[src/logic/feature_ram.sv]
/* Registered-read memory */
`timescale 1ns/1ps

module feature_ram #(
    parameter type entry_t = logic [15:0],
    parameter int  DEPTH   = 32
) (
    input  logic                     clk,
    input  logic                     we,
    input  logic [$clog2(DEPTH)-1:0] waddr,
    input  entry_t                   wdata,
    input  logic [$clog2(DEPTH)-1:0] raddr,
    output entry_t                   rdata
);

    entry_t mem [DEPTH];

    always_ff @(posedge clk) begin
        if (we) begin
            mem[waddr] <= wdata;
        end
        // Data follows the address by one cycle
        rdata <= mem[raddr];
    end

endmodule

[config.mk]
export PLATFORM = sky130hd
export DESIGN_NAME = feature_ram
export DESIGN_NICKNAME = d
export VERILOG_FILES = /design/src/logic/feature_ram.sv
export SDC_FILE = /design/constraint.sdc
export NUM_CORES = 1
export LEC_CHECK = 0
export BUFFER_PORTS_ARGS = -buffer_cell sky130_fd_sc_hd__buf_2
export CORE_MARGIN = 2
export CORE_UTILIZATION = 67
export CTS_CLUSTER_DIAMETER = 50
export DETAILED_ROUTE_END_ITERATION = 8
export PLACE_DENSITY = 0.87
export SLEW_MARGIN = 30
export SYNTH_ARGS = -nofsm -noshare
export SYNTH_HDL_FRONTEND = slang
export SYNTH_SLANG_ARGS = --single-unit
export TNS_END_PERCENT = 10
[constraint.sdc]
create_clock -name clk -period 5.15 [get_ports clk]
set_clock_uncertainty 0.15 [all_clocks]
set_input_delay 1.2875 -clock clk [delete_from_list [all_inputs] [get_ports clk]]
set_output_delay 1.2875 -clock clk [all_outputs]
set_load 0.02 [all_outputs]
==> run summary <==
top post-synthesis cells by area - edfxtp_1 (75%), mux2i_1 (12%), a22oi_1 (2.3%)
vias in the first global route - 11259
M1 GR Usage - 42.2%
RSZ-0062 raised after global routing - no
CTS tree - built
DRT iter0 DRCs - 1837
synthesis-to-layout area growth - 11.0%
switching power - 1880 µW
die area - 32100 µm²
sequential share of power - 53.4%
Async SR Flop Fraction - 0%
Core ar. - 30300 µm²
most common cell after layout, fill and taps aside - edfxtp_1
met2 GRT Util - 49.7%
GR Layer Usage met3 - 5.94%
most frequent cells in the layout - edfxtp_1 (512), mux2i_1 (256), a22oi_1 (64), clkbuf_16 (53), buf_2 (42)
CTS Hold Bufs - 0
Worst EP arrival - 3.38 ns
H-Tree Depth - 2
Worst Hold Margin - 0.470 ns
Final Power - 9000 µW
drt pass-1 iters - 6
nature of the critical path endpoint - flop
Hold Violations, Final - 0
critical path class - primary input to flop
DRT Wirelength - 48200 µm
slowest CP cell - nor2b_4
DRC viols - 0
GR peak layer - met2
worst skew pair latency - 0.56 ns
Final min period - 3.12 ns
cells after synthesis - 1143
die width - 179 µm
Final ANT Viol Nets - 0
post-DR wirelength/cell - 29.1 µm
#FFs+latches synth - 528
GRT Total Usage - 30.7%
sw frac - 20.8%
largest stage delay on the critical path - 0.72 ns
initial antenna violation count - 1
DR vias/cell - 6.81
DR vias - 11273
GPL Wtd Cong - 0.879
Unique masters post-synth - 26
LEAKAGE - 0.00803 µW
layout cell share with drive strength beyond 1 - 13.3%
total negative slack - 0 ns
Initial Utilization - 67.7%
FILL cells - 1526
crit-path cells - buf_2, nor2b_4, buf_4, a22o_1, nor3_1, a31oi_1, nand3_1
Synth Warn # - 0
Worst-path clk slew - 0.07 ns
Critical Path Fanout Max - 24
clock share of power - 41.3%
EDFF count, synth - 512
fmax - 321 MHz
Most used DFF post-synth - edfxtp_1
combinational share of power - 5.3%
Row Count - 64
Min-Delay Startpoint - mem[10][1]
CP Launch Point - raddr[2]
global-route wire length before repair - 70700 µm
port bufs - 43
cell taking the most area after synthesis - edfxtp_1
Netlist Area Pre-Place - 20500 µm²
Setup Fix Bufs, Post-CTS - 0
Clock Tree Buf Depth - 3
Syn Area/Cell - 18.0 µm²
normalized max-slew margin - 42.8%
post-CTS sizing - 0
Hold Crit Class - flop to flop
global route overflow - 0
Pwr Density - 395 nW/µm²
clk sinks - 528
top-area cell type share of the netlist area - 74.9%
MaxCap Viol Count - 0
cts bufs inserted - 51
final setup fails - 0
Startpoint Class - primary input
final worst-path cycle share - 60.5%
worst r2r src - mem[7][3]
peak supply drop - 0.000331 V
largest net degree at the start of global routing - 80
I/O pin count - 44
status - completed
dpl hpwl - 27100 µm
syn nets - 1171
die height - 179 µm
CP Data Required Time - 5.41 ns
sequential fraction of the synthesis area - 76.4%
final core occ - 75.1%
CTS root buf - clkbuf_16
Slew @ Worst Pin - 0.858 ns
Pins Over Slew Limit - 0
Layout Nets - 1244
internal power of the cells - 7120 µW
## power groups by stage
stage | Sequential, µW | Clock [µW] | Combinational (µW)
after floorplan | 4900 | 0 | 268
after global placement | 4890 | 0 | 438
after detailed placement | 4900 | 0 | 455
after CTS | 4810 | 3730 | 464
after global routing | 4810 | 3910 | 496
final | 4810 | 3720 | 473
## final timing paths
path,slack (ns),endpoint,cells past startpoint
setup / recovery,2.03,rdata[14],7
hold / removal,0.47,rdata[1],4
setup reg to reg,3.50,rdata[3],5
hold reg to reg,0.47,rdata[1],4
## critical path, delay by kind of cell
family                 cells  cell delay, ns
AOI/OAI and AO/OA          2            0.60
and+or+nand+nor            3            0.92
buffers and inverters      2            0.55
## sequential cells by signal, summed over array words and instances (netlist names)
| signal | count |
|---|---|
| rdata | 16 |
| mem | 512 |
## logic make-up after synthesis
logic type,share of synthesized area (%)
multiplexers,12.5
AO/OA/AOI/OAI,4.97
buffers and inverters,2.63
flip-flops,76.4
AND/OR/NAND/NOR,3.49
## metal layers
metal,share of wire [%],up-vias
met3,11,138
met2,49,864
met1,36,5571
li1,-,4700
met5,0,-
met4,3.6,0
## layout make-up
type / instances / area (µm²) / share of cell area (%)
Sequential cell: 528 / 15700 / 68.8
Multi-Input combinational cell: 548 / 4320 / 18.9
Clock buffer: 74 / 1450 / 6.34
Timing Repair Buffer: 87 / 606 / 2.66
Tap cell: 396 / 495 / 2.17
Clock inverter: 19 / 233 / 1.02
Antenna cell: 3 / 7.51 / 0.0329
## per-stage QoR
| stage | instances | instance area [µm²] | setup slack, ns |
|---|---|---|---|
| after floorplan | 1143 | 20500 | 1.97 |
| after global placement | 1559 | 21100 | 1.64 |
| after detailed placement | 1559 | 21100 | 1.57 |
| after CTS | 1652 | 22800 | 2.17 |
| after global routing | 1652 | 22800 | 1.99 |
| final | 1655 | 22800 | 2.03 |
## cells in the mapped netlist (6+ instances only)
master / n
nand3_1: 34
nor3_1: 16
nand2_1: 33
buf_8: 6
a22o_1: 32
clkbuf_1: 12
mux2i_1: 256
edfxtp_1: 512
buf_6: 6
a31oi_1: 16
dfxtp_1: 16
nor2_1: 33
a21oi_1: 32
buf_4: 19
nand4_1: 16
a22oi_1: 64
buf_2: 19
Note: power is estimated with default switching activity, not from simulation.
