File: config.mk
export PLATFORM = sky130hd
export DESIGN_NAME = tap_fetch
export DESIGN_NICKNAME = d
export VERILOG_FILES = /design/src/logic/dec_cfg_pkg.sv /design/src/logic/tap_fetch.sv
export SDC_FILE = /design/constraint.sdc
export NUM_CORES = 1
export LEC_CHECK = 0
export ABC_AREA = 1
export BUFFER_PORTS_ARGS = -buffer_cell sky130_fd_sc_hd__buf_2
export CAP_MARGIN = 20
export CORE_MARGIN = 3
export CORE_UTILIZATION = 25
export DETAILED_ROUTE_END_ITERATION = 8
export SETUP_SLACK_MARGIN = 0.5
export SYNTH_ARGS = -nofsm -noshare
export SYNTH_HDL_FRONTEND = slang
export SYNTH_SLANG_ARGS = --single-unit
export TNS_END_PERCENT = 5
File: constraint.sdc
create_clock -name vclk -period 4.5
set_input_delay 0.225 -clock vclk [all_inputs]
set_output_delay 0.225 -clock vclk [all_outputs]
set_load 0.03 [all_outputs]
File: src/logic/dec_cfg_pkg.sv
/* Decoder stage geometry and data types */
package dec_cfg_pkg;

    // Input map, upsampled by two to the output size
    localparam int IN_W = 4;
    localparam int IN_H = 4;
    localparam int UP_W = 2 * IN_W;
    localparam int UP_H = 2 * IN_H;

    localparam int IN_CH   = 2;
    localparam int SKIP_CH = 2;
    localparam int CAT_CH  = IN_CH + SKIP_CH;
    localparam int OUT_CH  = 2;

    localparam int KSIZE = 3;
    localparam int KTAPS = KSIZE * KSIZE;

    // Memory depths in words
    localparam int IN_WORDS   = IN_W * IN_H * IN_CH;
    localparam int SKIP_WORDS = UP_W * UP_H * SKIP_CH;
    localparam int OUT_WORDS  = UP_W * UP_H * OUT_CH;
    // Kernel weights first, then one bias per output channel
    localparam int BIAS_BASE  = CAT_CH * KTAPS * OUT_CH;
    localparam int WGT_WORDS  = BIAS_BASE + OUT_CH;

    // Address and counter widths
    localparam int IN_AW  = $clog2(IN_WORDS);
    localparam int MAP_AW = $clog2(SKIP_WORDS);
    localparam int WGT_AW = $clog2(WGT_WORDS);
    localparam int POS_W  = $clog2(UP_W);
    localparam int CH_W   = $clog2(CAT_CH);
    localparam int K_W    = $clog2(KSIZE);
    localparam int OC_W   = $clog2(OUT_CH);

    typedef logic signed [15:0] feat_t;
    typedef logic signed [7:0]  wgt_t;
    typedef logic signed [31:0] acc_t;

endpackage
File: src/logic/tap_fetch.sv
/* Convolution tap address mapping */
`timescale 1ns/1ps

module tap_fetch (
    input  logic [dec_cfg_pkg::POS_W-1:0]  row,
    input  logic [dec_cfg_pkg::POS_W-1:0]  col,
    input  logic [dec_cfg_pkg::CH_W-1:0]   ic,
    input  logic [dec_cfg_pkg::K_W-1:0]    kh,
    input  logic [dec_cfg_pkg::K_W-1:0]    kw,
    output logic [dec_cfg_pkg::MAP_AW-1:0] addr,
    output logic                           use_skip,
    output logic                           pad
);

    always_comb begin
        int ih;
        int iw;
        int idx;
        // Kernel centre sits on the output pixel
        ih = int'(row) + int'(kh) - dec_cfg_pkg::KSIZE / 2;
        iw = int'(col) + int'(kw) - dec_cfg_pkg::KSIZE / 2;
        pad = ih < 0 || ih >= dec_cfg_pkg::UP_H ||
              iw < 0 || iw >= dec_cfg_pkg::UP_W;

        // Concat order: upsampled channels, then skip channels
        use_skip = int'(ic) >= dec_cfg_pkg::IN_CH;
        if (use_skip) begin
            idx = (ih * dec_cfg_pkg::UP_W + iw) * dec_cfg_pkg::SKIP_CH
                  + int'(ic) - dec_cfg_pkg::IN_CH;
        end else begin
            // Nearest neighbour, one input pixel per 2x2 block
            idx = ((ih >>> 1) * dec_cfg_pkg::IN_W + (iw >>> 1)) * dec_cfg_pkg::IN_CH
                  + int'(ic);
        end
        // Address is don't-care on padded taps
        addr = idx[dec_cfg_pkg::MAP_AW-1:0];
    end

endmodule

==> results.toml <==
[die]
io_pins = 21
die_x_um = 63.9
start_util_pct = 26.8
core-area_um2 = 3130
die_area_um2 = 4080
num_rows = 20
die_h_um = 63.9

[power]
p_leak_nw = 0.594
seqPwrFrac_pct = 0
vdd_drop_max_mv = 0.138
clockPowerShare_pct = 0
switchingPower_uw = 160
switching_share_pct = 62.1
p_int_uw = 97.8
p_comb_share_pct = 100.0
pwr_density_cell_nw_per_um2 = 264

[clock_tree]
cts_setup_buffers = 0
postCtsHoldBufs = 0
cts_resized = 0

[timing]
hold_ws_ns = 0.450
slew_viol_final = 0
finalCritPeriodShare_pct = 76.2
setup_viol_count_final = 0
fin_ws_ns = 1.07
slew_headroom_pct = 85.2
tightest_slew_ns = 0.221
max_freq_mhz = 291
fin_tns_setup_ns = 0
rsz0062_at_grt = "no"
min_period_ns = 3.43
finalHoldViolations = 0

[logic_synthesis]
yosysTopAreaCellShare_pct = 28.4
synth.avg_cell_area_um2 = 6.75
syn_inst = 124
yosys_warnings = 0
yosysTopAreaCell = "ha_1"
synthesis.nets = 160
syn_area_um2 = 837
yosys-top-cells-area = "ha_1, inv_1, fa_1"
synth_cell_type_count = 20
ys_seq_area_share_pct = 0

[global_routing]
grt_pass1_vias = 718
overflow = 0
grt_max_degree = 10
grt.total_usage_pct = 7.89
grt_pass1_wl_um = 2840
antenna_found_initial = 0

[final_layout]
drive_above_1_share_pct = 21.3
seq_cell_count = 0
final_common_cell = "inv_1"
area_growth_pct = 16.6
clock_buffer_count = 0
diodes = 0
final_cell_mix = "inv_1, nand2_1, ha_1, buf_2, nand3_1"
nets = 179
fillers = 349
fin_util_pct = 31.2
regArea_um2 = 0

[worst_setup_path]
path_max_fanout = 3
crit_top_cell = "inv_1"
cp.required_ns = 4.28
arrival_ns = 3.21
cp-start-kind = "input port"
crit_type = "input port to output port"
critical_path.max_stage_delay_ns = 0.54
crit_path_end_kind = "output port"
cp_slowest_cell = "fa_1"
cp_cell_sequence = "buf_2 > inv_1 > ha_1 > inv_1 > ha_1 > fa_1 > xnor2_2 > inv_1 > nor2_1 > fa_1 > inv_1 > ha_1 > a21oi_1 > inv_1 > nand2_1 > nand3_1 > nand2_1 > buf_2"

[routing]
vias = 734
antenna_left = 0
wl_per_cell_um = 7.59
drc_errors = 0
drt-pass1-iter-count = 4
routed_wl_um = 1410
via_per_inst = 3.97
dr.first_iter.drc_count = 19

[placement]
place_ws_ns = 1.05
hpwl_um = 1340
routabilityCongestion = 0.712
portBuffers = 19

[worst_hold_path]
hold_class = "input port to output port"

[run]
cap_viol_max_count = 0

[status]
status = "finished clean"
[layer usage]
layer	track usage, %	up-vias	share of wire [%]
met5	0	-	0
met4	0	0	0
met3	0.527	0	3.8
met2	13.8	11	46
met1	11.2	312	50
li1	-	411	-
[cells in the mapped netlist]
| library cell | count |
|---|---|
| xnor2_2 | 2 |
| xor2_2 | 1 |
| nor2_2 | 1 |
| ha_1 | 19 |
| nor2_4 | 1 |
| inv_1 | 30 |
| nand2_1 | 25 |
| nand2_2 | 2 |
| o21ai_0 | 4 |
| fa_1 | 5 |
| xor2_1 | 4 |
| nor2_1 | 7 |
| a21oi_1 | 2 |
| clkbuf_1 | 1 |
| nand4_1 | 2 |
| inv_2 | 2 |
| nand3_1 | 12 |
| buf_4 | 1 |
| xnor2_1 | 1 |
| nand2_4 | 2 |
[critical path: cells and delay by family]
kind	cells	cell delay, ns
xor+xnor	1	0.17
buf+inv	7	0.54
simple gates	4	0.23
compound gates	1	0.20
fa+ha+maj	5	1.82
[final cells by class]
| type | count | area [um^2] | share of cell area, % |
|---|---|---|---|
| Inverter | 32 | 120 | 12.3 |
| Tap cell | 44 | 55.1 | 5.64 |
| Timing Repair Buffer | 19 | 95.1 | 9.74 |
| Multi-Input combinational cell | 90 | 706 | 72.3 |
[per-stage QoR]
stage	total power, mW	cells	cell area (um^2)
final	0.258	185	976
after global routing	0.301	185	976
after CTS	0.264	185	976
after detailed placement	0.262	185	976
after global placement	0.260	185	976
after floorplan	0.208	124	837
[worst paths after layout]
path	startpoint	end	slack, ns	cells past startpoint
worst min-delay path	ic[0]	addr[0]	0.45	0
worst max-delay path	col[1]	addr[6]	1.07	18
[logic make-up (layout without fill, tap and decap cells)]
| group | count (synthesis) | in the layout | share of synthesized area (%) |
|---|---|---|---|
| xor gates and xnor gates | 8 | 8 | 11.1 |
| buffers and inverters | 34 | 51 | 15.7 |
| adders and majority gates | 24 | 24 | 40.4 |
| and+or+nand+nor | 52 | 52 | 29.3 |
| AOI/OAI and AO/OA | 6 | 6 | 3.59 |
[power by group through the flow]
stage               Sequential (mW)  Combinational (mW)  Clock [mW]
finish                            0               0.258           0
CTS                               0               0.264           0
global route                      0               0.301           0
floorplan                         0               0.208           0
detailed placement                0               0.262           0
global placement                  0               0.260           0
Note: power is estimated with default switching activity, not from simulation.
