**src/logic/dec_bus_pkg.sv**
```systemverilog
/* Host bus types and register map */
package dec_bus_pkg;

    localparam int ADR_W = 9;
    localparam int DAT_W = 16;

    // Wishbone classic, host to slave
    typedef struct packed {
        logic             cyc;
        logic             stb;
        logic             we;
        logic [ADR_W-1:0] adr;
        logic [DAT_W-1:0] dat_w;
    } wb_req_t;

    // Slave to host
    typedef struct packed {
        logic             ack;
        logic [DAT_W-1:0] dat_r;
    } wb_rsp_t;

    // Control and status words
    localparam logic [ADR_W-1:0] ADR_CTRL   = 9'h000;
    localparam logic [ADR_W-1:0] ADR_STATUS = 9'h001;

    localparam int CTRL_START = 0;
    localparam int STAT_BUSY  = 0;
    localparam int STAT_DONE  = 1;

    // Memory windows, each aligned to a power of two at least its depth
    localparam logic [ADR_W-1:0] IN_BASE   = 9'h040;
    localparam logic [ADR_W-1:0] SKIP_BASE = 9'h080;
    localparam logic [ADR_W-1:0] WGT_BASE  = 9'h100;
    localparam logic [ADR_W-1:0] OUT_BASE  = 9'h180;

endpackage

```
**src/logic/dec_cfg_pkg.sv**
```systemverilog
/* Decoder stage geometry and data types */
package dec_cfg_pkg;

    // Input map, upsampled by two to the output size
    localparam int IN_W = 4;
    localparam int IN_H = 4;
    localparam int UP_W = 2 * IN_W;
    localparam int UP_H = 2 * IN_H;

    localparam int IN_CH   = 2;
    localparam int SKIP_CH = 2;
    localparam int CAT_CH  = IN_CH + SKIP_CH;
    localparam int OUT_CH  = 2;

    localparam int KSIZE = 3;
    localparam int KTAPS = KSIZE * KSIZE;

    // Memory depths in words
    localparam int IN_WORDS   = IN_W * IN_H * IN_CH;
    localparam int SKIP_WORDS = UP_W * UP_H * SKIP_CH;
    localparam int OUT_WORDS  = UP_W * UP_H * OUT_CH;
    // Kernel weights first, then one bias per output channel
    localparam int BIAS_BASE  = CAT_CH * KTAPS * OUT_CH;
    localparam int WGT_WORDS  = BIAS_BASE + OUT_CH;

    // Address and counter widths
    localparam int IN_AW  = $clog2(IN_WORDS);
    localparam int MAP_AW = $clog2(SKIP_WORDS);
    localparam int WGT_AW = $clog2(WGT_WORDS);
    localparam int POS_W  = $clog2(UP_W);
    localparam int CH_W   = $clog2(CAT_CH);
    localparam int K_W    = $clog2(KSIZE);
    localparam int OC_W   = $clog2(OUT_CH);

    typedef logic signed [15:0] feat_t;
    typedef logic signed [7:0]  wgt_t;
    typedef logic signed [31:0] acc_t;

endpackage
```
**src/logic/dec_regs.sv**
```systemverilog
/* Wishbone register and memory decode */
`timescale 1ns/1ps

module dec_regs (
    input  logic                           clk,
    input  logic                           rst,
    input  dec_bus_pkg::wb_req_t           wb_req,
    output dec_bus_pkg::wb_rsp_t           wb_rsp,
    output logic                           in_we,
    output logic [dec_cfg_pkg::IN_AW-1:0]  in_waddr,
    output dec_cfg_pkg::feat_t             in_wdata,
    output logic                           skip_we,
    output logic [dec_cfg_pkg::MAP_AW-1:0] skip_waddr,
    output dec_cfg_pkg::feat_t             skip_wdata,
    output logic                           wgt_we,
    output logic [dec_cfg_pkg::WGT_AW-1:0] wgt_waddr,
    output dec_cfg_pkg::wgt_t              wgt_wdata,
    output logic [dec_cfg_pkg::MAP_AW-1:0] out_raddr,
    input  dec_cfg_pkg::feat_t             out_rdata,
    input  logic                           busy,
    input  logic                           fin,
    output logic                           go
);

    logic ack;
    logic req;
    logic wr;
    logic hit_ctrl;
    logic hit_stat;
    logic hit_in;
    logic hit_skip;
    logic hit_wgt;
    logic hit_out;
    logic done;
    logic rd_out;
    logic [dec_bus_pkg::DAT_W-1:0] rd_data;

    // New access only while no ack is pending
    assign req = wb_req.cyc && wb_req.stb && !ack;
    assign wr  = req && wb_req.we;

    assign hit_ctrl = wb_req.adr == dec_bus_pkg::ADR_CTRL;
    assign hit_stat = wb_req.adr == dec_bus_pkg::ADR_STATUS;
    assign hit_in   = wb_req.adr >= dec_bus_pkg::IN_BASE &&
                      wb_req.adr < dec_bus_pkg::IN_BASE + dec_cfg_pkg::IN_WORDS;
    assign hit_skip = wb_req.adr >= dec_bus_pkg::SKIP_BASE &&
                      wb_req.adr < dec_bus_pkg::SKIP_BASE + dec_cfg_pkg::SKIP_WORDS;
    assign hit_wgt  = wb_req.adr >= dec_bus_pkg::WGT_BASE &&
                      wb_req.adr < dec_bus_pkg::WGT_BASE + dec_cfg_pkg::WGT_WORDS;
    assign hit_out  = wb_req.adr >= dec_bus_pkg::OUT_BASE &&
                      wb_req.adr < dec_bus_pkg::OUT_BASE + dec_cfg_pkg::OUT_WORDS;

    // One-cycle write strobes
    assign in_we   = wr && hit_in;
    assign skip_we = wr && hit_skip;
    assign wgt_we  = wr && hit_wgt;

    // Low address bits index each window
    assign in_waddr   = wb_req.adr[dec_cfg_pkg::IN_AW-1:0];
    assign skip_waddr = wb_req.adr[dec_cfg_pkg::MAP_AW-1:0];
    assign wgt_waddr  = wb_req.adr[dec_cfg_pkg::WGT_AW-1:0];
    assign out_raddr  = wb_req.adr[dec_cfg_pkg::MAP_AW-1:0];
    assign in_wdata   = wb_req.dat_w;
    assign skip_wdata = wb_req.dat_w;
    // Weights and biases in the low byte
    assign wgt_wdata  = wb_req.dat_w[$bits(dec_cfg_pkg::wgt_t)-1:0];

    // Start is dropped while a run is in progress
    assign go = wr && hit_ctrl && wb_req.dat_w[dec_bus_pkg::CTRL_START] && !busy;

    always_ff @(posedge clk or posedge rst) begin
        if (rst) begin
            ack    <= 1'b0;
            done   <= 1'b0;
            rd_out <= 1'b0;
        end else begin
            ack <= req;
            if (go) begin
                done <= 1'b0;
            end else if (fin) begin
                done <= 1'b1;
            end
            if (req) begin
                rd_out <= hit_out && !wb_req.we;
            end
        end
    end

    // Status snapshot, presented with ack
    always_ff @(posedge clk) begin
        if (req) begin
            rd_data <= '0;
            if (hit_stat) begin
                rd_data[dec_bus_pkg::STAT_BUSY] <= busy;
                rd_data[dec_bus_pkg::STAT_DONE] <= done;
            end
        end
    end

    assign wb_rsp.ack   = ack;
    // Output memory read lands in the ack cycle
    assign wb_rsp.dat_r = rd_out ? out_rdata : rd_data;

endmodule

```
**config.mk**
```make
export PLATFORM = sky130hd
export DESIGN_NAME = dec_regs
export DESIGN_NICKNAME = d
export VERILOG_FILES = /design/src/logic/dec_bus_pkg.sv /design/src/logic/dec_cfg_pkg.sv /design/src/logic/dec_regs.sv
export SDC_FILE = /design/constraint.sdc
export NUM_CORES = 1
export LEC_CHECK = 0
export BUFFER_PORTS_ARGS = -buffer_cell sky130_fd_sc_hd__clkbuf_2
export CAP_MARGIN = 10
export CELL_PAD_IN_SITES_DETAIL_PLACEMENT = 0
export CELL_PAD_IN_SITES_GLOBAL_PLACEMENT = 1
export CORE_UTILIZATION = 18
export DETAILED_ROUTE_END_ITERATION = 8
export PLACE_DENSITY = 0.85
export SYNTH_ARGS = -nofsm -noshare
export SYNTH_HDL_FRONTEND = slang
export SYNTH_SLANG_ARGS = --single-unit
```
**constraint.sdc**
```tcl
create_clock -name clk -period 1.6 [get_ports clk]
set_input_delay 0.32 -clock clk [delete_from_list [all_inputs] [get_ports clk]]
set_output_delay 0.32 -clock clk [all_outputs]
set_load 0.005 [all_outputs]
```
==> impl_metrics.ini, run 1 <==
[power_and_ir_drop]
leakagePower_nw = 0.644
total_power_mw = 0.576
irDropWorstVdd_mv = 0.437
power-per-cell-area_nw_per_um2 = 524

[global_routing]
grt_pass1_vias = 675
grt_pass1_wl_um = 2910
antenna_found_initial = 0
track_usage_pct = 7.37
overflow = 0
grt_start_max_net_pins = 15

[cells_and_area]
insertedDiodeCount = 0
area_growth_pct = 19.5
final_nets = 195
drive_above_1_share_pct = 74.7
stdcell_count = 213

[logic_synthesis]
synth_flop_cell = dfrtp_1
yosysSeqAreaShare_pct = 14.7
synth_most_common_cell = buf_4
synth-seq-cells = 5
syn_avg_cell_area_um2 = 8.07
yosys_warnings = 0
synth.top_cells.by_count = buf_4, and2_1, nor2_1
netlist_area_um2 = 920
synth_area_leaders = buf_4, and2_1, dfrtp_1, edfxtp_1, mux2_2
synth.distinct_cells = 17
synth_cells = 114
ys_async_sr_fraction_pct = 60.0
synth_area_leader_cell = buf_4
synthesis.nets = 162
synth_edf_count = 2
yosys.area.top_type_share_pct = 54.7

[die]
core_area_um2 = 4820
pin_count = 135
die_area_um2 = 5400
initial_core_util_pct = 19.1
rows = 25
fp.dieW_um = 73.5
die_h_um = 73.5

[sta]
finalWorstPathRequiredPeriod_ns = 1.70
slew_viol_final = 0
fin_ws_ns = -0.0962
worst_pin_slew_ns = 0.284
whs_ns = 0.339
setup_violations = 1
fmax_mhz = 590
fin_crit_sh_pct = 106
finClkSkew_ns = 0.00199
hold_viol_final = 0
rsz0062_at_grt = true
max_slew_margin_pct = 81.0
tns_ns = -0.0962

[routing]
drtAntennaViolNets = 0
wl_per_cell_um = 9.91
vias = 774
drc = 0
routed_wl_um = 2110
drt_iter0_drc = 5
first_pass_iters = 4
vias_per_cell = 3.63

[placed_design]
dp_hpwl_um = 1910
gp_congestion = 0.717
place_inst = 206
place_ws_ns = -0.128
numPortBuffers = 82

[worst_setup_path]
timing.rr.end = rd_out
slowest_stage = or4_4
cp_cell_sequence = buf_8 -> or4_4 -> nor4_4 -> clkbuf_2
r2r_setup_slack_ns = 0.36
crit_path_end = go
critPathCaptureType = primary output
r2r-start = ack
critPathMaxStageDelay_ns = 0.54
worstPathArrival_ns = 1.38
critPathKind = input port to primary output
crit_start = wb_req[18]
reg2reg_depth = 3
start_kind = input port
cp.required_ns = 1.28
critPathMaxFanout = 2

[clock_tree]
cts.path.max_buffers = 2
htree_levels = 1
cts.sink_count = 5
clk_pin_slew_ns = 0.04
cts_buffers = 3
worstSkewPairLatency_ns = 0.22
clock-root-buffer = clkbuf_8
cts_tree = yes

[status]
status = finished, violations left
violations = setup timing

[flow_run]
drv_cap = 0

[hold_path]
hp-class = input port to register
## flip-flops by register name (all words and copies together), names as in the netlist
name / cells
rd_out: 1
ack: 1
rd_data: 2
done: 1
## power by group
| group | switching (mW) | internal, mW | leakage, nW |
|---|---|---|---|
| sequential | 0.00438 | 0.139 | 0.0549 |
| combinational | 0.0843 | 0.117 | 0.566 |
| clock | 0.0593 | 0.171 | 0.0228 |
## worst max-delay path: cells and delay by family
kind	cells	cell delay [ns]
buf+inv	2	0.24
simple gates	2	0.81
## worst min-delay path by stage
stage / from / end / slack (ns) / depth (start not counted)
3_3_place_gp: rst / ack / 0.18 / 2
6_report: fin / done / 0.34 / 3
4_1_cts: fin / done / 0.34 / 3
5_1_grt: fin / done / 0.35 / 3
2_1_floorplan: rst / ack / 0.07 / 1
3_5_place_dp: rst / ack / 0.19 / 2
## routing by layer
layer | vias to the layer above | track usage [%] | wire length [um]
met5 | - | 0 | 0
met4 | 0 | 5.77 | 70
met3 | 13 | 2.06 | 305
met2 | 92 | 14.8 | 1040
met1 | 310 | 5.78 | 690
li1 | 359 | - | -
## cells by family after synthesis
group	after synthesis	synth area share, %
flops	5	14.7
mux	3	3.67
compound gates	2	1.50
simple gates	34	24.2
buf+inv	70	55.9
## final cells by class
cell class	instances	area, um2
clock buffer	4	45.0
fill	547	3720
inverter	2	7.51
multi-input combinational	39	293
sequential	5	135
tap	67	83.8
timing repair buffer	96	534
## layout by cell type (no fill, tap or decap), drive strengths merged, types with 2 or more instances in the layout
| cell | netlist | layout |
|---|---|---|
| nor2 | 8 | 8 |
| or4 | 2 | 2 |
| nand2 | 3 | 3 |
| mux2 | 3 | 3 |
| and2 | 15 | 15 |
| inv | 2 | 2 |
| edfxtp | 2 | 2 |
| and3 | 3 | 3 |
| clkbuf | 1 | 83 |
| dfrtp | 3 | 3 |
| buf | 67 | 16 |
## per-stage QoR
| step | util (%) | instance area (um2) |
|---|---|---|
| after floorplan | - | 920 |
| after global placement | 20.5 | 990 |
| after detailed placement | 20.5 | 990 |
| after CTS | 22.1 | 1060 |
| after global routing | 22.8 | 1100 |
| final | 22.8 | 1100 |
## timing repair
item | in CTS | in global routing
endpoints found under the setup margin | 2 | 2
hold buffers | 1 | 0
endpoints found under the hold margin | 3 | 0
buffers inserted | 0 | 2
pin swaps | 3 | 2
gates resized for setup | 4 | 8
cloned | 0 | 0
Power figures use the tool's default switching activity.
==> run 2, diff against run 1 <==
Settings changed: SETUP_SLACK_MARGIN from default to 0.5.
==> impl_metrics.ini, run 2 (synthesized netlist as in run 1, its figures left out) <==
[status]
status = finished, violations left
violations = setup timing

[cells_and_area]
insertedDiodeCount = 0
largest_reg_flops = 2
top_register = rd_data
final_nets = 199
area_growth_pct = 41.6
drive_above_1_share_pct = 87.3
final_cell_mix = clkbuf_2, buf_6, and2_4, buf_4, nor2_1
layout_commonest_cell = clkbuf_2

[power_and_ir_drop]
clkPwrFrac_pct = 36.7
p_sw_mw = 0.172
p_int_mw = 0.477
switching_share_pct = 26.5
leakagePower_nw = 0.720
combPwrFrac_pct = 40.6
pwr-share-seq_pct = 22.7
power-per-cell-area_nw_per_um2 = 498
irDropWorstVdd_mv = 0.370

[sta]
fmax_mhz = 579
rsz0062_at_grt = true
max_slew_margin_pct = 84.6
whs_ns = 0.356
finalWorstPathRequiredPeriod_ns = 1.73
finClkSkew_ns = 0.000210
fin_ws_ns = -0.127
setup_violations = 1
slew_viol_final = 0
fin_crit_sh_pct = 108
worst_pin_slew_ns = 0.232
hold_viol_final = 0

[clock_tree]
clk_pin_slew_ns = 0.04
cts.path.max_buffers = 2
cts_buffers = 3
cts_tree = yes
cts.sink_count = 5
htree_levels = 1
clock-root-buffer = clkbuf_8
worstSkewPairLatency_ns = 0.22

[worst_setup_path]
cp_cell_sequence = buf_6 -> or4_4 -> nor4_4 -> buf_2
critPathMaxFanout = 2
r2r-start = ack
r2r_setup_slack_ns = 0.28
critPathMaxStageDelay_ns = 0.55
timing.rr.end = done
reg2reg_depth = 6
cp.required_ns = 1.28
critPathKind = input port to primary output
worstPathArrival_ns = 1.41
start_kind = input port
slowest_stage = or4_4
critPathCaptureType = primary output

[global_routing]
grt_start_max_net_pins = 8
overflow = 0
grt_pass1_wl_um = 2990
antenna_found_initial = 0
busiest_layer = met2
grt_use_met1_pct = 8.09
track_usage_pct = 7.05
met3_usage_pct = 1.65
grt_pass1_vias = 651
grt_use_met2_pct = 11.8

[flow_run]
drv_cap = 0

[routing]
vias = 748
wl_per_cell_um = 9.89
drt_iter0_drc = 10
first_pass_iters = 3
drc = 0
drtAntennaViolNets = 0
vias_per_cell = 3.45
routed_wl_um = 2150

[die]
pin_count = 135
rows = 25
core_area_um2 = 4820
die_area_um2 = 5400
initial_core_util_pct = 19.1
die_h_um = 73.5
fp.dieW_um = 73.5

[hold_path]
holdPathStages = 3
hold_end = done
hp-class = input port to register
worstHoldStart = fin

[placed_design]
dp_hpwl_um = 1630
gp_congestion = 0.726
numPortBuffers = 82
place_ws_ns = -0.133
[run 2: changes by cell type in the layout (fill, tap and decap cells not counted), moves of 2 or more]
cell,delta
nor2_1,-2
buf_6,+19
and2_1,-14
mux2_4,+3
and2_4,+15
clkbuf_2,-14
mux2_2,-3
[run 2: how the worst max path moves through the flow]
stage / startpoint / to / slack [ns] / depth (start not counted)
after floorplan: wb_req[23] / go / 0.14 / 2
after global routing: wb_req[19] / go / -0.18 / 4
final: wb_req[19] / go / -0.13 / 4
after detailed placement: wb_req[23] / go / -0.13 / 4
after CTS: wb_req[20] / go / -0.12 / 4
after global placement: wb_req[23] / go / -0.13 / 4
[run 2: critical path: cells and delay by family]
kind / cells / cell delay (ns)
and+or+nand+nor: 2 / 0.83
buffers and inverters: 2 / 0.25
[run 2: power by group through the flow]
stage	registers, mW	logic, mW	clock network (mW)
CTS	0.148	0.228	0.246
global placement	0.145	0.196	0
global route	0.148	0.285	0.253
floorplan	0.145	0.184	0
detailed placement	0.145	0.197	0
finish	0.147	0.263	0.238
[run 2: per-stage QoR]
stage / std cells / setup TNS [ns] / power, mW / cell area [um2] / util, %
global route: 217 / -0.270 / 0.686 / 1300 / 27.0
floorplan: 114 / 0 / 0.329 / 955 / -
finish: 217 / -0.127 / 0.648 / 1300 / 27.0
CTS: 213 / -0.125 / 0.622 / 1160 / 24.1
detailed placement: 206 / -0.133 / 0.342 / 1020 / 21.3
global placement: 206 / -0.133 / 0.341 / 1020 / 21.3
[run 2: repair_timing]
item / 4_1_cts / 5_1_grt
hold buffers: 1 / 0
endpoints found under the hold margin: 3 / 0
gates resized for setup: 24 / 20
setup endpoints to repair: 24 / 25
setup buffers: 1 / 4
cloned: 1 / 0
pin swaps: 5 / 3
[run 2: metal layers]
metal	routed length [um]	share of wire, %
met1	769	36
met2	1170	55
met3	164	7.6
met4	40	1.9
met5	0	0
[run 2: cell type report]
| class | count | area, um2 |
|---|---|---|
| inverters | 2 | 7.51 |
| repair buffers | 100 | 663 |
| multi-input cells | 39 | 367 |
| flip-flops and latches | 5 | 136 |
| clock buffers | 4 | 45.0 |
| well taps | 67 | 83.8 |
| fillers | 543 | 3510 |
