--- src/logic/dec_cfg_pkg.sv ---
/* Decoder stage geometry and data types */
package dec_cfg_pkg;

    // Input map, upsampled by two to the output size
    localparam int IN_W = 4;
    localparam int IN_H = 4;
    localparam int UP_W = 2 * IN_W;
    localparam int UP_H = 2 * IN_H;

    localparam int IN_CH   = 2;
    localparam int SKIP_CH = 2;
    localparam int CAT_CH  = IN_CH + SKIP_CH;
    localparam int OUT_CH  = 2;

    localparam int KSIZE = 3;
    localparam int KTAPS = KSIZE * KSIZE;

    // Memory depths in words
    localparam int IN_WORDS   = IN_W * IN_H * IN_CH;
    localparam int SKIP_WORDS = UP_W * UP_H * SKIP_CH;
    localparam int OUT_WORDS  = UP_W * UP_H * OUT_CH;
    // Kernel weights first, then one bias per output channel
    localparam int BIAS_BASE  = CAT_CH * KTAPS * OUT_CH;
    localparam int WGT_WORDS  = BIAS_BASE + OUT_CH;

    // Address and counter widths
    localparam int IN_AW  = $clog2(IN_WORDS);
    localparam int MAP_AW = $clog2(SKIP_WORDS);
    localparam int WGT_AW = $clog2(WGT_WORDS);
    localparam int POS_W  = $clog2(UP_W);
    localparam int CH_W   = $clog2(CAT_CH);
    localparam int K_W    = $clog2(KSIZE);
    localparam int OC_W   = $clog2(OUT_CH);

    typedef logic signed [15:0] feat_t;
    typedef logic signed [7:0]  wgt_t;
    typedef logic signed [31:0] acc_t;

endpackage
--- src/logic/conv_engine.sv ---
/* 3x3 convolution engine with bias and ReLU */
`timescale 1ns/1ps

module conv_engine (
    input  logic                           clk,
    input  logic                           rst,
    input  logic                           go,
    output logic                           busy,
    output logic                           fin,
    output logic [dec_cfg_pkg::POS_W-1:0]  row,
    output logic [dec_cfg_pkg::POS_W-1:0]  col,
    output logic [dec_cfg_pkg::CH_W-1:0]   ic,
    output logic [dec_cfg_pkg::K_W-1:0]    kh,
    output logic [dec_cfg_pkg::K_W-1:0]    kw,
    input  logic [dec_cfg_pkg::MAP_AW-1:0] tap_addr,
    input  logic                           use_skip,
    input  logic                           pad,
    output logic [dec_cfg_pkg::MAP_AW-1:0] feat_raddr,
    input  dec_cfg_pkg::feat_t             in_rdata,
    input  dec_cfg_pkg::feat_t             skip_rdata,
    output logic [dec_cfg_pkg::WGT_AW-1:0] wgt_raddr,
    input  dec_cfg_pkg::wgt_t              wgt_rdata,
    output logic                           out_we,
    output logic [dec_cfg_pkg::MAP_AW-1:0] out_waddr,
    output dec_cfg_pkg::feat_t             out_wdata
);

    typedef enum logic [2:0] {
        ST_IDLE,
        ST_BIAS,
        ST_SCAN,
        ST_DRAIN,
        ST_WRITE
    } state_t;

    state_t state;
    logic [dec_cfg_pkg::OC_W-1:0] oc;
    logic last_tap;
    logic last_pix;
    logic bias_v;
    logic rd_v;
    logic mac_v;
    logic rd_pad;
    logic rd_skip;
    dec_cfg_pkg::feat_t f_op;
    dec_cfg_pkg::wgt_t  w_op;
    dec_cfg_pkg::acc_t  acc;

    assign last_tap = int'(ic) == dec_cfg_pkg::CAT_CH - 1 &&
                      int'(kh) == dec_cfg_pkg::KSIZE - 1 &&
                      int'(kw) == dec_cfg_pkg::KSIZE - 1;
    assign last_pix = int'(oc) == dec_cfg_pkg::OUT_CH - 1 &&
                      int'(row) == dec_cfg_pkg::UP_H - 1 &&
                      int'(col) == dec_cfg_pkg::UP_W - 1;

    always_comb begin
        int w_idx;
        int o_idx;
        w_idx = ((int'(ic) * dec_cfg_pkg::KTAPS + int'(kh) * dec_cfg_pkg::KSIZE + int'(kw))
                 * dec_cfg_pkg::OUT_CH) + int'(oc);
        // Bias word fetched ahead of the pixel's first tap
        if (state == ST_BIAS) begin
            w_idx = dec_cfg_pkg::BIAS_BASE + int'(oc);
        end
        o_idx = (int'(oc) * dec_cfg_pkg::UP_H + int'(row)) * dec_cfg_pkg::UP_W + int'(col);
        wgt_raddr = w_idx[dec_cfg_pkg::WGT_AW-1:0];
        out_waddr = o_idx[dec_cfg_pkg::MAP_AW-1:0];
    end

    always_ff @(posedge clk or posedge rst) begin
        if (rst) begin
            state  <= ST_IDLE;
            oc     <= '0;
            row    <= '0;
            col    <= '0;
            ic     <= '0;
            kh     <= '0;
            kw     <= '0;
            bias_v <= 1'b0;
            rd_v   <= 1'b0;
            mac_v  <= 1'b0;
        end else begin
            bias_v <= state == ST_BIAS;
            rd_v   <= state == ST_SCAN;
            mac_v  <= rd_v;
            case (state)
                ST_IDLE: begin
                    if (go) begin
                        state <= ST_BIAS;
                    end
                end
                ST_BIAS: begin
                    state <= ST_SCAN;
                end
                ST_SCAN: begin
                    // kw fastest, then kh, then concat channel
                    kw <= kw + 1'b1;
                    if (int'(kw) == dec_cfg_pkg::KSIZE - 1) begin
                        kw <= '0;
                        kh <= kh + 1'b1;
                        if (int'(kh) == dec_cfg_pkg::KSIZE - 1) begin
                            kh <= '0;
                            ic <= ic + 1'b1;
                        end
                    end
                    if (last_tap) begin
                        state <= ST_DRAIN;
                    end
                end
                ST_DRAIN: begin
                    // Last tap reaches the accumulator in this cycle
                    if (!rd_v) begin
                        state <= ST_WRITE;
                    end
                end
                ST_WRITE: begin
                    col <= col + 1'b1;
                    if (int'(col) == dec_cfg_pkg::UP_W - 1) begin
                        row <= row + 1'b1;
                        if (int'(row) == dec_cfg_pkg::UP_H - 1) begin
                            oc <= oc + 1'b1;
                        end
                    end
                    state <= last_pix ? ST_IDLE : ST_BIAS;
                end
                default: begin
                    state <= ST_IDLE;
                end
            endcase
        end
    end

    // Two-stage datapath: operand capture, then accumulate
    always_ff @(posedge clk) begin
        rd_pad  <= pad;
        rd_skip <= use_skip;
        if (rd_pad) begin
            f_op <= '0;
        end else begin
            f_op <= rd_skip ? skip_rdata : in_rdata;
        end
        w_op <= wgt_rdata;
        if (bias_v) begin
            acc <= wgt_rdata;
        end else if (mac_v) begin
            acc <= acc + f_op * w_op;
        end
    end

    assign feat_raddr = tap_addr;
    assign busy       = state != ST_IDLE;
    assign out_we     = state == ST_WRITE;
    assign fin        = out_we && last_pix;
    // ReLU, low half of a non-negative sum
    assign out_wdata  = (acc < 0) ? '0 : acc[15:0];

endmodule

--- config.mk ---
export PLATFORM = sky130hd
export DESIGN_NAME = conv_engine
export DESIGN_NICKNAME = d
export VERILOG_FILES = /design/src/logic/dec_cfg_pkg.sv /design/src/logic/conv_engine.sv
export SDC_FILE = /design/constraint.sdc
export NUM_CORES = 1
export LEC_CHECK = 0
export BUFFER_PORTS_ARGS = -buffer_cell sky130_fd_sc_hd__buf_2
export CAP_MARGIN = 15
export CORE_ASPECT_RATIO = 0.9
export CORE_MARGIN = 2
export CORE_UTILIZATION = 60
export DETAILED_ROUTE_END_ITERATION = 8
export HOLD_SLACK_MARGIN = 0.05
export MAX_ROUTING_LAYER = met4
export PLACE_DENSITY = 0.8
export RECOVER_POWER = 50
export SLEW_MARGIN = 10
export SYNTH_ARGS = -nofsm -noshare
export SYNTH_HDL_FRONTEND = slang
export SYNTH_SLANG_ARGS = --single-unit
--- constraint.sdc ---
create_clock -name clk -period 6.43 [get_ports clk]
set_input_delay 1.286 -clock clk [delete_from_list [all_inputs] [get_ports clk]]
set_output_delay 1.286 -clock clk [all_outputs]
set_load 0.005 [all_outputs]
==> impl_metrics.ini, run 1 <==
[setup_path]
crit_top_cell = fa_1
worst_setup_path_start_kind = flip-flop
slowest_delay_ns = 0.60
crit_path_cell_trace = nand2_1 -> fa_1 -> fa_1 -> inv_1 -> fa_1 -> fa_1 -> fa_1 -> ha_1 -> a21o_1 -> a21oi_1 -> a21oi_1 -> o211ai_1 -> a21oi_2 -> a2111o_1 -> a31oi_1 -> xor2_1 -> o21ai_1
path_depth = 17
crit_required_ns = 6.50
worstPathArrival_ns = 6.01
r2r_start = w_op[6]$_DFF_P_
crit_end = acc[29]$_DFFE_PP_
worst-path-buf-inv = 1
reg2reg_depth = 17
crit_start = w_op[6]$_DFF_P_
crit_slowest_cell = dfxtp_1
end_kind = flip-flop
critical-path-top-delay-family = adder cells
crit_path_max_fanout = 16
worst-r2r-setup-slack_ns = 0.49
regToRegEndpoint = acc[29]$_DFFE_PP_
path_class = flip-flop to flip-flop

[timing]
skew_ns = 0.00540
period_needed_ns = 5.94
timing.final.crit_share_pct = 92.4
rsz0062_at_grt = no
slew_headroom_pct = -68.6
hold_violations = 0
setup_viol = 0
max_clock_freq_mhz = 168
slew_violations = 33
worst_pin_slew_ns = 2.53
setup_tns_ns = 0

[detailed_routing]
num_vias = 6596
wl_per_cell_um = 17.0
via_per_inst = 5.55
dr.pass1.iters = 6
finalWirelength_um = 20200
antenna_left = 0
drt-initial-drc-count = 476
drc = 0

[global_route]
grt_use_total_pct = 27.5
antenna_found_initial = 0
grt_overflow = 0
grt_max_degree = 33
grt_pass1_vias = 6853
grt_pass1_wl_um = 34500

[logic_synthesis]
synth.distinct_cells = 58
synth_nets = 1212
ys_warn_count = 0
synth_edf_count = 32
ys_async_sr_fraction_pct = 24.7
syn_area_mm2 = 0.00955
syn_inst = 915
ys_seq_area_share_pct = 20.5
avgSynthCellArea_um2 = 10.4
synth_flop_cell = edfxtp_1
ys_ff_latch = 77

[status]
violations = capacitance limit, slew limit
status = complete, but fails checks

[clock_network]
cts_buffers = 9
postCtsSetupRepairBufs = 0
clock-root-buffer = clkbuf_16
numClockSinks = 77
cts_tree = built
clock_latency_ns = 0.35
h-tree-depth = 3
clkTransAtPathRegs_ns = 0.06
clockBufferDepth = 2
cts.repair.resized = 0
cts_hold_buf = 0

[floorplan]
start_util_pct = 61.6
die_area_mm2 = 0.0169
die_x_um = 137
core_mm2 = 0.0155
pin_count = 104
rows = 43
die_y_um = 124

[placed_design]
gp_congestion = 0.922
dp_hpwl_um = 16700
io_buffers = 89
dp_cells = 1173

[finish]
nNetsFinal = 1279
layout-drive-gt1-share_pct = 13.3
area_delta_synth_final_pct = 8.66
final-instance-count-excl-fill = 1189
n_antenna_cell = 0

[flow_run]
drv_cap = 1

[hold_path]
hp-class = flip-flop to flip-flop
==> synthesized netlist by cell type (all sizes together), types with 2 or more instances <==
library cell	count	area [um2]
and2	74	463
buf	19	129
o21ai	31	159
mux2	15	169
clkbuf	20	75.1
nor2	63	236
a2111o	2	22.5
xnor2	20	175
or2	4	25.0
inv	135	507
nor3	9	50.1
fa	164	3280
a211oi	5	42.5
a31oi	5	31.3
o311ai	2	17.5
o21a	6	46.3
edfxtp	32	961
nor2b	5	31.3
a21oi	18	93.8
o211ai	6	50.1
nand2b	8	50.1
nand3	7	35.0
ha	81	1010
a21o	10	75.1
and3	3	18.8
dfxtp	26	521
o31a	4	35.0
o21bai	2	15.0
nand2	71	267
xor2	13	114
mux2i	17	170
o31ai	4	35.0
dfrtp	19	475
==> state kept, by name (all words and copies together), names as in the netlist <==
name     flops
acc         32
f_op        16
w_op         8
col          3
row          3
state        3
ic           2
kh           2
kw           2
bias_v       1
mac_v        1
oc           1
rd_pad       1
rd_skip      1
rd_v         1
==> per-layer routing <==
layer / part of all wire, % / routed length [um] / global-route usage (%) / vias up
met5: 0 / 0 / - / -
met4: 1.6 / 330 / 6.64 / 0
met3: 8.3 / 1670 / 7.29 / 26
met2: 43 / 8760 / 39.6 / 258
met1: 47 / 9430 / 39.2 / 3270
li1: - / - / - / 3042
==> cell usage in the layout, fill, tap and decap left out, types with 21 or more instances in the layout <==
cell type | netlist | routed
nor2_1 | 63 | 63
nand2_1 | 71 | 71
o21ai_0 | 21 | 21
fa_1 | 164 | 164
and2_1 | 74 | 72
edfxtp_1 | 32 | 32
ha_1 | 81 | 81
inv_1 | 135 | 135
buf_2 | 1 | 81
dfxtp_1 | 26 | 26
==> cell families after synthesis <==
kind of cell | count (synthesis) | share of synthesized area, %
AOI/OAI and AO/OA | 103 | 7.55
xor gates and xnor gates | 33 | 3.03
adders and majority gates | 245 | 45.0
buffers and inverters | 174 | 7.44
DFF | 77 | 20.5
muxes | 32 | 3.55
and+or+nand+nor | 251 | 12.9
==> through the flow <==
stage / setup slack, ns / instance area [um2] / utilization, % / hold WS [ns]
after floorplan: 0.742 / 9550 / - / 0.388
after global placement: 0.698 / 10100 / 65.1 / 0.423
after detailed placement: 0.601 / 10100 / 65.1 / 0.432
after CTS: 0.539 / 10400 / 67.0 / 0.456
after global routing: 0.109 / 10400 / 66.9 / 0.472
final: 0.486 / 10400 / 66.9 / 0.450
==> layout make-up <==
class                      instances  area, um2
inverter                         135        507
sequential                        77       1960
clock inverter                     7       72.6
timing repair buffer              95        480
clock buffer                       9        225
fill                            1183       5120
tap                              202        253
multi-input combinational        664       6880
==> how the worst min path moves through the flow <==
| stage | start | end | slack (ns) | cells after the start |
|---|---|---|---|---|
| floorplan | rd_v$_DFF_PP0_ | mac_v$_DFF_PP0_ | 0.39 | 0 |
| global placement | rd_v$_DFF_PP0_ | mac_v$_DFF_PP0_ | 0.42 | 0 |
| detailed placement | rd_v$_DFF_PP0_ | mac_v$_DFF_PP0_ | 0.43 | 0 |
| CTS | rd_v$_DFF_PP0_ | mac_v$_DFF_PP0_ | 0.46 | 0 |
| global route | rd_v$_DFF_PP0_ | mac_v$_DFF_PP0_ | 0.47 | 0 |
| finish | rd_v$_DFF_PP0_ | mac_v$_DFF_PP0_ | 0.45 | 0 |
Power of run 1 is left out: the tool's default activity adds up to more than one toggle a clock period on the data nets, which glitch-free logic cannot reach.
==> run 2, diff against run 1 <==
--- a/config.mk
+++ b/config.mk
@@ -5,14 +5,13 @@
 export SDC_FILE = /design/constraint.sdc
 export NUM_CORES = 1
 export LEC_CHECK = 0
-export BUFFER_PORTS_ARGS = -buffer_cell sky130_fd_sc_hd__buf_2
+export BUFFER_PORTS_ARGS = -buffer_cell sky130_fd_sc_hd__buf_4
 export CAP_MARGIN = 15
 export CORE_ASPECT_RATIO = 0.9
 export CORE_MARGIN = 2
 export CORE_UTILIZATION = 60
 export DETAILED_ROUTE_END_ITERATION = 8
 export HOLD_SLACK_MARGIN = 0.05
-export MAX_ROUTING_LAYER = met4
 export PLACE_DENSITY = 0.8
 export RECOVER_POWER = 50
 export SLEW_MARGIN = 10
==> run 2 against run 1 <==
Compared with the run above: the run still ends with capacitance limit, slew limit left; non-clock buffer count is the same; die area is the same; first-iteration DRC count increased by 14%; via count down 1.5%; worst setup slack better by 0.038 ns; worst hold slack got worse by 0.014 ns; fmax grew 0.64%; clock skew increased by 0.0042 ns; highest routed layer unchanged.
==> impl_metrics.ini, run 2 (synthesized netlist as in run 1, its figures left out) <==
[clock_network]
clock-root-buffer = clkbuf_16
clock_latency_ns = 0.35
cts_buffers = 9
cts.repair.resized = 0
cts_tree = built
h-tree-depth = 3
numClockSinks = 77
postCtsSetupRepairBufs = 0
clockBufferDepth = 2
cts_hold_buf = 0
clkTransAtPathRegs_ns = 0.07

[floorplan]
die_area_mm2 = 0.0169
start_util_pct = 61.6
die_y_um = 124
die_x_um = 137
rows = 43
pin_count = 104
core_mm2 = 0.0155

[timing]
slew_headroom_pct = -61.4
rsz0062_at_grt = no
period_needed_ns = 5.91
worst_pin_slew_ns = 2.42
setup_viol = 0
skew_ns = 0.00964
slew_violations = 70
hold_violations = 0
setup_tns_ns = 0
max_clock_freq_mhz = 169
timing.final.crit_share_pct = 91.8

[setup_path]
regToRegEndpoint = acc[29]$_DFFE_PP_
worstPathArrival_ns = 5.96
r2r_start = w_op[6]$_DFF_P_
crit_required_ns = 6.48
end_kind = flip-flop
reg2reg_depth = 17
worst-r2r-setup-slack_ns = 0.52
worst_setup_path_start_kind = flip-flop
crit_path_max_fanout = 16
path_class = flip-flop to flip-flop

[placed_design]
io_buffers = 89
place_area_mm2 = 0.0103
dp_hpwl_um = 16900
gp_congestion = 0.887

[global_route]
grt_pass1_vias = 6625
grt_overflow = 0
grt_use_total_pct = 26.7
grt_pass1_wl_um = 34400
met3_usage_pct = 6.84
grt_max_degree = 37
grt_busiest_layer = met1
use_met1_pct = 40.6
antenna_found_initial = 0
use_met2_pct = 39.1

[finish]
top_regs = acc: 32 flops, f_op: 16 flops, w_op: 8 flops
layout-drive-gt1-share_pct = 13.3
final_cell_mix = fa_1, inv_1, buf_4
n_antenna_cell = 0
nNetsFinal = 1279
final_common_cell = fa_1
top_register = acc
final_cell_area_mm2 = 0.0106
area_delta_synth_final_pct = 10.9
largest_reg_flops = 32

[detailed_routing]
wl_per_cell_um = 17.4
drc = 0
num_vias = 6494
drt-initial-drc-count = 544
finalWirelength_um = 20700
via_per_inst = 5.46
antenna_left = 0
dr.pass1.iters = 5

[flow_run]
drv_cap = 2

[status]
status = complete, but fails checks
violations = capacitance limit, slew limit

[hold_path]
min_path_cells = 0
hp-class = flip-flop to flip-flop
min_from = rd_v$_DFF_PP0_
worstHoldEndpoint = mac_v$_DFF_PP0_
## run 2: cell count changes in the layout (fill, tap and decap cells not counted), sizes merged
cell    before  now
buf         87   83
clkinv       3    1
inv        137  139
bufinv       1    0
clkbuf      17   22
## run 2: routing by layer
layer	wire, um	part of all wire (%)
met3	1460	7.0
met1	9810	47
met2	9200	45
met4	184	0.89
met5	0	0
## run 2: worst max-delay path by stage
| stage | startpoint | to | slack (ns) |
|---|---|---|---|
| after floorplan | f_op[15]$_SDFF_PP0_ | acc[29]$_DFFE_PP_ | 0.74 |
| after detailed placement | w_op[6]$_DFF_P_ | acc[29]$_DFFE_PP_ | 0.58 |
| after CTS | w_op[6]$_DFF_P_ | acc[29]$_DFFE_PP_ | 0.56 |
| final | w_op[6]$_DFF_P_ | acc[29]$_DFFE_PP_ | 0.52 |
| after global routing | w_op[5]$_DFF_P_ | acc[29]$_DFFE_PP_ | 0.15 |
| after global placement | w_op[6]$_DFF_P_ | acc[29]$_DFFE_PP_ | 0.72 |
## run 2: final cells by class
cell class	count	area [um2]
timing repair buffer	95	679
fill	1151	4910
multi-input combinational	664	6880
sequential	77	1960
tap	202	253
inverter	135	507
clock buffer	10	250
clock inverter	6	58.8
## run 2: worst max-delay path: stages (launching register included)
cell      delay (ns)
dfxtp_1         0.59
nand2_1         0.14
fa_1            0.50
fa_1            0.56
inv_1           0.07
fa_1            0.54
fa_1            0.58
fa_1            0.45
ha_1            0.37
a21o_1          0.18
a21oi_1         0.23
a21oi_1         0.15
o211ai_1        0.28
a21oi_2         0.15
a2111o_1        0.39
a31oi_1         0.19
xor2_1          0.17
o21ai_1         0.07
## run 2: stage by stage
step | setup WS [ns] | hold slack [ns] | cells | util [%]
4_1_cts | 0.560 | 0.437 | 1189 | 68.5
6_report | 0.524 | 0.436 | 1189 | 68.3
5_1_grt | 0.149 | 0.464 | 1189 | 68.3
2_1_floorplan | 0.742 | 0.388 | 915 | -
3_5_place_dp | 0.579 | 0.420 | 1173 | 66.5
3_3_place_gp | 0.719 | 0.419 | 1173 | 66.5
Power of run 2 is left out for the same reason.
==> run 3, diff against run 2 <==
--- a/config.mk
+++ b/config.mk
@@ -5,7 +5,8 @@
 export SDC_FILE = /design/constraint.sdc
 export NUM_CORES = 1
 export LEC_CHECK = 0
-export BUFFER_PORTS_ARGS = -buffer_cell sky130_fd_sc_hd__buf_4
+export ABC_CLOCK_PERIOD_IN_PS = 6430
+export BUFFER_PORTS_ARGS = -buffer_cell sky130_fd_sc_hd__buf_2
 export CAP_MARGIN = 15
 export CORE_ASPECT_RATIO = 0.9
 export CORE_MARGIN = 2
==> run 3 against run 2 <==
Compared with the run above: the run still ends with capacitance limit, slew limit left; worst setup slack worse by 0.022 ns; final area decreased by 2.0%; count of clock-buffer cells in the layout shrank 1; sequential share of layout area increased by 0.37 points; worst hold slack improved by 0.014 ns; die area did not move; sequential cell count did not move; fmax fell by 0.37%.
==> impl_metrics.ini, run 3 (synthesized netlist as in run 1, its figures left out) <==
[timing]
setup_viol = 0
worst_pin_slew_ns = 2.52
max_clock_freq_mhz = 169
setup_tns_ns = 0
timing.final.crit_share_pct = 92.2
hold_violations = 0
slew_violations = 33
rsz0062_at_grt = no
skew_ns = 0.00495
slew_headroom_pct = -68.0
period_needed_ns = 5.93

[finish]
layout-drive-gt1-share_pct = 13.3
final_common_cell = fa_1
fill_cells = 1183
area_delta_synth_final_pct = 8.66
final_cell_mix = fa_1, inv_1, ha_1, buf_2, and2_1
top_register = acc
seq_area_mm2 = 0.00196
top_regs = acc: 32 flops, f_op: 16 flops, w_op: 8 flops
nNetsFinal = 1279
multi_input_area_mm2 = 0.00688
largest_reg_flops = 32
n_antenna_cell = 0

[global_route]
grt_pass1_wl_um = 34400
grt_use_total_pct = 26.6
grt_max_degree = 33
grt_pass1_vias = 6860
antenna_found_initial = 0
grt_overflow = 0

[floorplan]
die_x_um = 137
die_y_um = 124
core_mm2 = 0.0155
pin_count = 104
rows = 43
die_area_mm2 = 0.0169
start_util_pct = 61.6

[placed_design]
gp_congestion = 0.906
dp_hpwl_um = 16700
io_buffers = 89

[setup_path]
crit_path_cell_trace = nand2_1 -> fa_1 -> fa_1 -> inv_1 -> fa_1 -> fa_1 -> fa_1 -> ha_1 -> a21o_1 -> a21oi_1 -> a21oi_1 -> o211ai_1 -> a21oi_2 -> a2111o_1 -> a31oi_1 -> xor2_1 -> o21ai_1
end_kind = flip-flop
worstPathArrival_ns = 6.00
crit_top_cell = fa_1
crit_slowest_cell = dfxtp_1
worst_setup_path_start_kind = flip-flop
crit_path_max_fanout = 16
path_class = flip-flop to flip-flop
worst-r2r-setup-slack_ns = 0.50
crit_required_ns = 6.50
slowest_delay_ns = 0.60

[clock_network]
cts_tree = built
clock-root-buffer = clkbuf_16
numClockSinks = 77
clockBufferDepth = 2
postCtsSetupRepairBufs = 0
h-tree-depth = 3
clkTransAtPathRegs_ns = 0.06
clock_latency_ns = 0.35
cts.repair.resized = 0
cts_buffers = 9
cts_hold_buf = 0

[detailed_routing]
wl_per_cell_um = 17.0
antenna_left = 0
via_per_inst = 5.53
dr.pass1.iters = 5
drc = 0
drt-initial-drc-count = 509
finalWirelength_um = 20200
num_vias = 6574

[hold_path]
hp-class = flip-flop to flip-flop

[status]
violations = capacitance limit, slew limit
status = complete, but fails checks

[flow_run]
drv_cap = 1
==> run 3: layout make-up <==
class / instances / share of cell area [%]
Inverter: 135 / 4.88
Sequential cell: 77 / 18.9
Timing Repair Buffer: 95 / 4.63
Clock inverter: 7 / 0.700
Tap cell: 202 / 2.44
Multi-Input combinational cell: 664 / 66.3
Clock buffer: 9 / 2.17
==> run 3: per-layer routing <==
metal,up-vias,share of wire (%),global-route usage [%]
li1,3042,-,-
met5,-,0,0
met3,25,9.4,7.29
met4,0,1.7,6.64
met1,3225,46,39.1
met2,282,43,39.6
==> run 3: final timing paths <==
check	from	to	depth (start not counted)
worst max-delay path	w_op[6]$_DFF_P_	acc[29]$_DFFE_PP_	17
min in group asynchronous	rst	ic[1]$_DFFE_PP0P_	2
worst min-delay path	rd_v$_DFF_PP0_	mac_v$_DFF_PP0_	0
max in group asynchronous	rst	row[0]$_DFFE_PP0P_	2
worst min register to register	rd_v$_DFF_PP0_	mac_v$_DFF_PP0_	0
worst max register to register	w_op[6]$_DFF_P_	acc[29]$_DFFE_PP_	17
==> run 3: worst max-delay path: cells and delay by family, from the launching register on <==
kind            cells  cell delay, ns
xor+xnor            1            0.17
simple gates        1            0.14
flops               1            0.60
fa+ha+maj           6            3.00
compound gates      8            1.67
buf+inv             1            0.06
==> run 3: per-stage QoR <==
| stage | utilization, % | area, um2 | std cells | hold WS, ns | worst slack [ns] |
|---|---|---|---|---|---|
| 2_1_floorplan | - | 9550 | 915 | 0.388 | 0.742 |
| 3_3_place_gp | 65.1 | 10100 | 1173 | 0.423 | 0.698 |
| 3_5_place_dp | 65.1 | 10100 | 1173 | 0.432 | 0.601 |
| 4_1_cts | 67.0 | 10400 | 1189 | 0.456 | 0.539 |
| 5_1_grt | 66.9 | 10400 | 1189 | 0.472 | 0.110 |
| 6_report | 66.9 | 10400 | 1189 | 0.450 | 0.502 |
Power of run 3 is left out for the same reason.
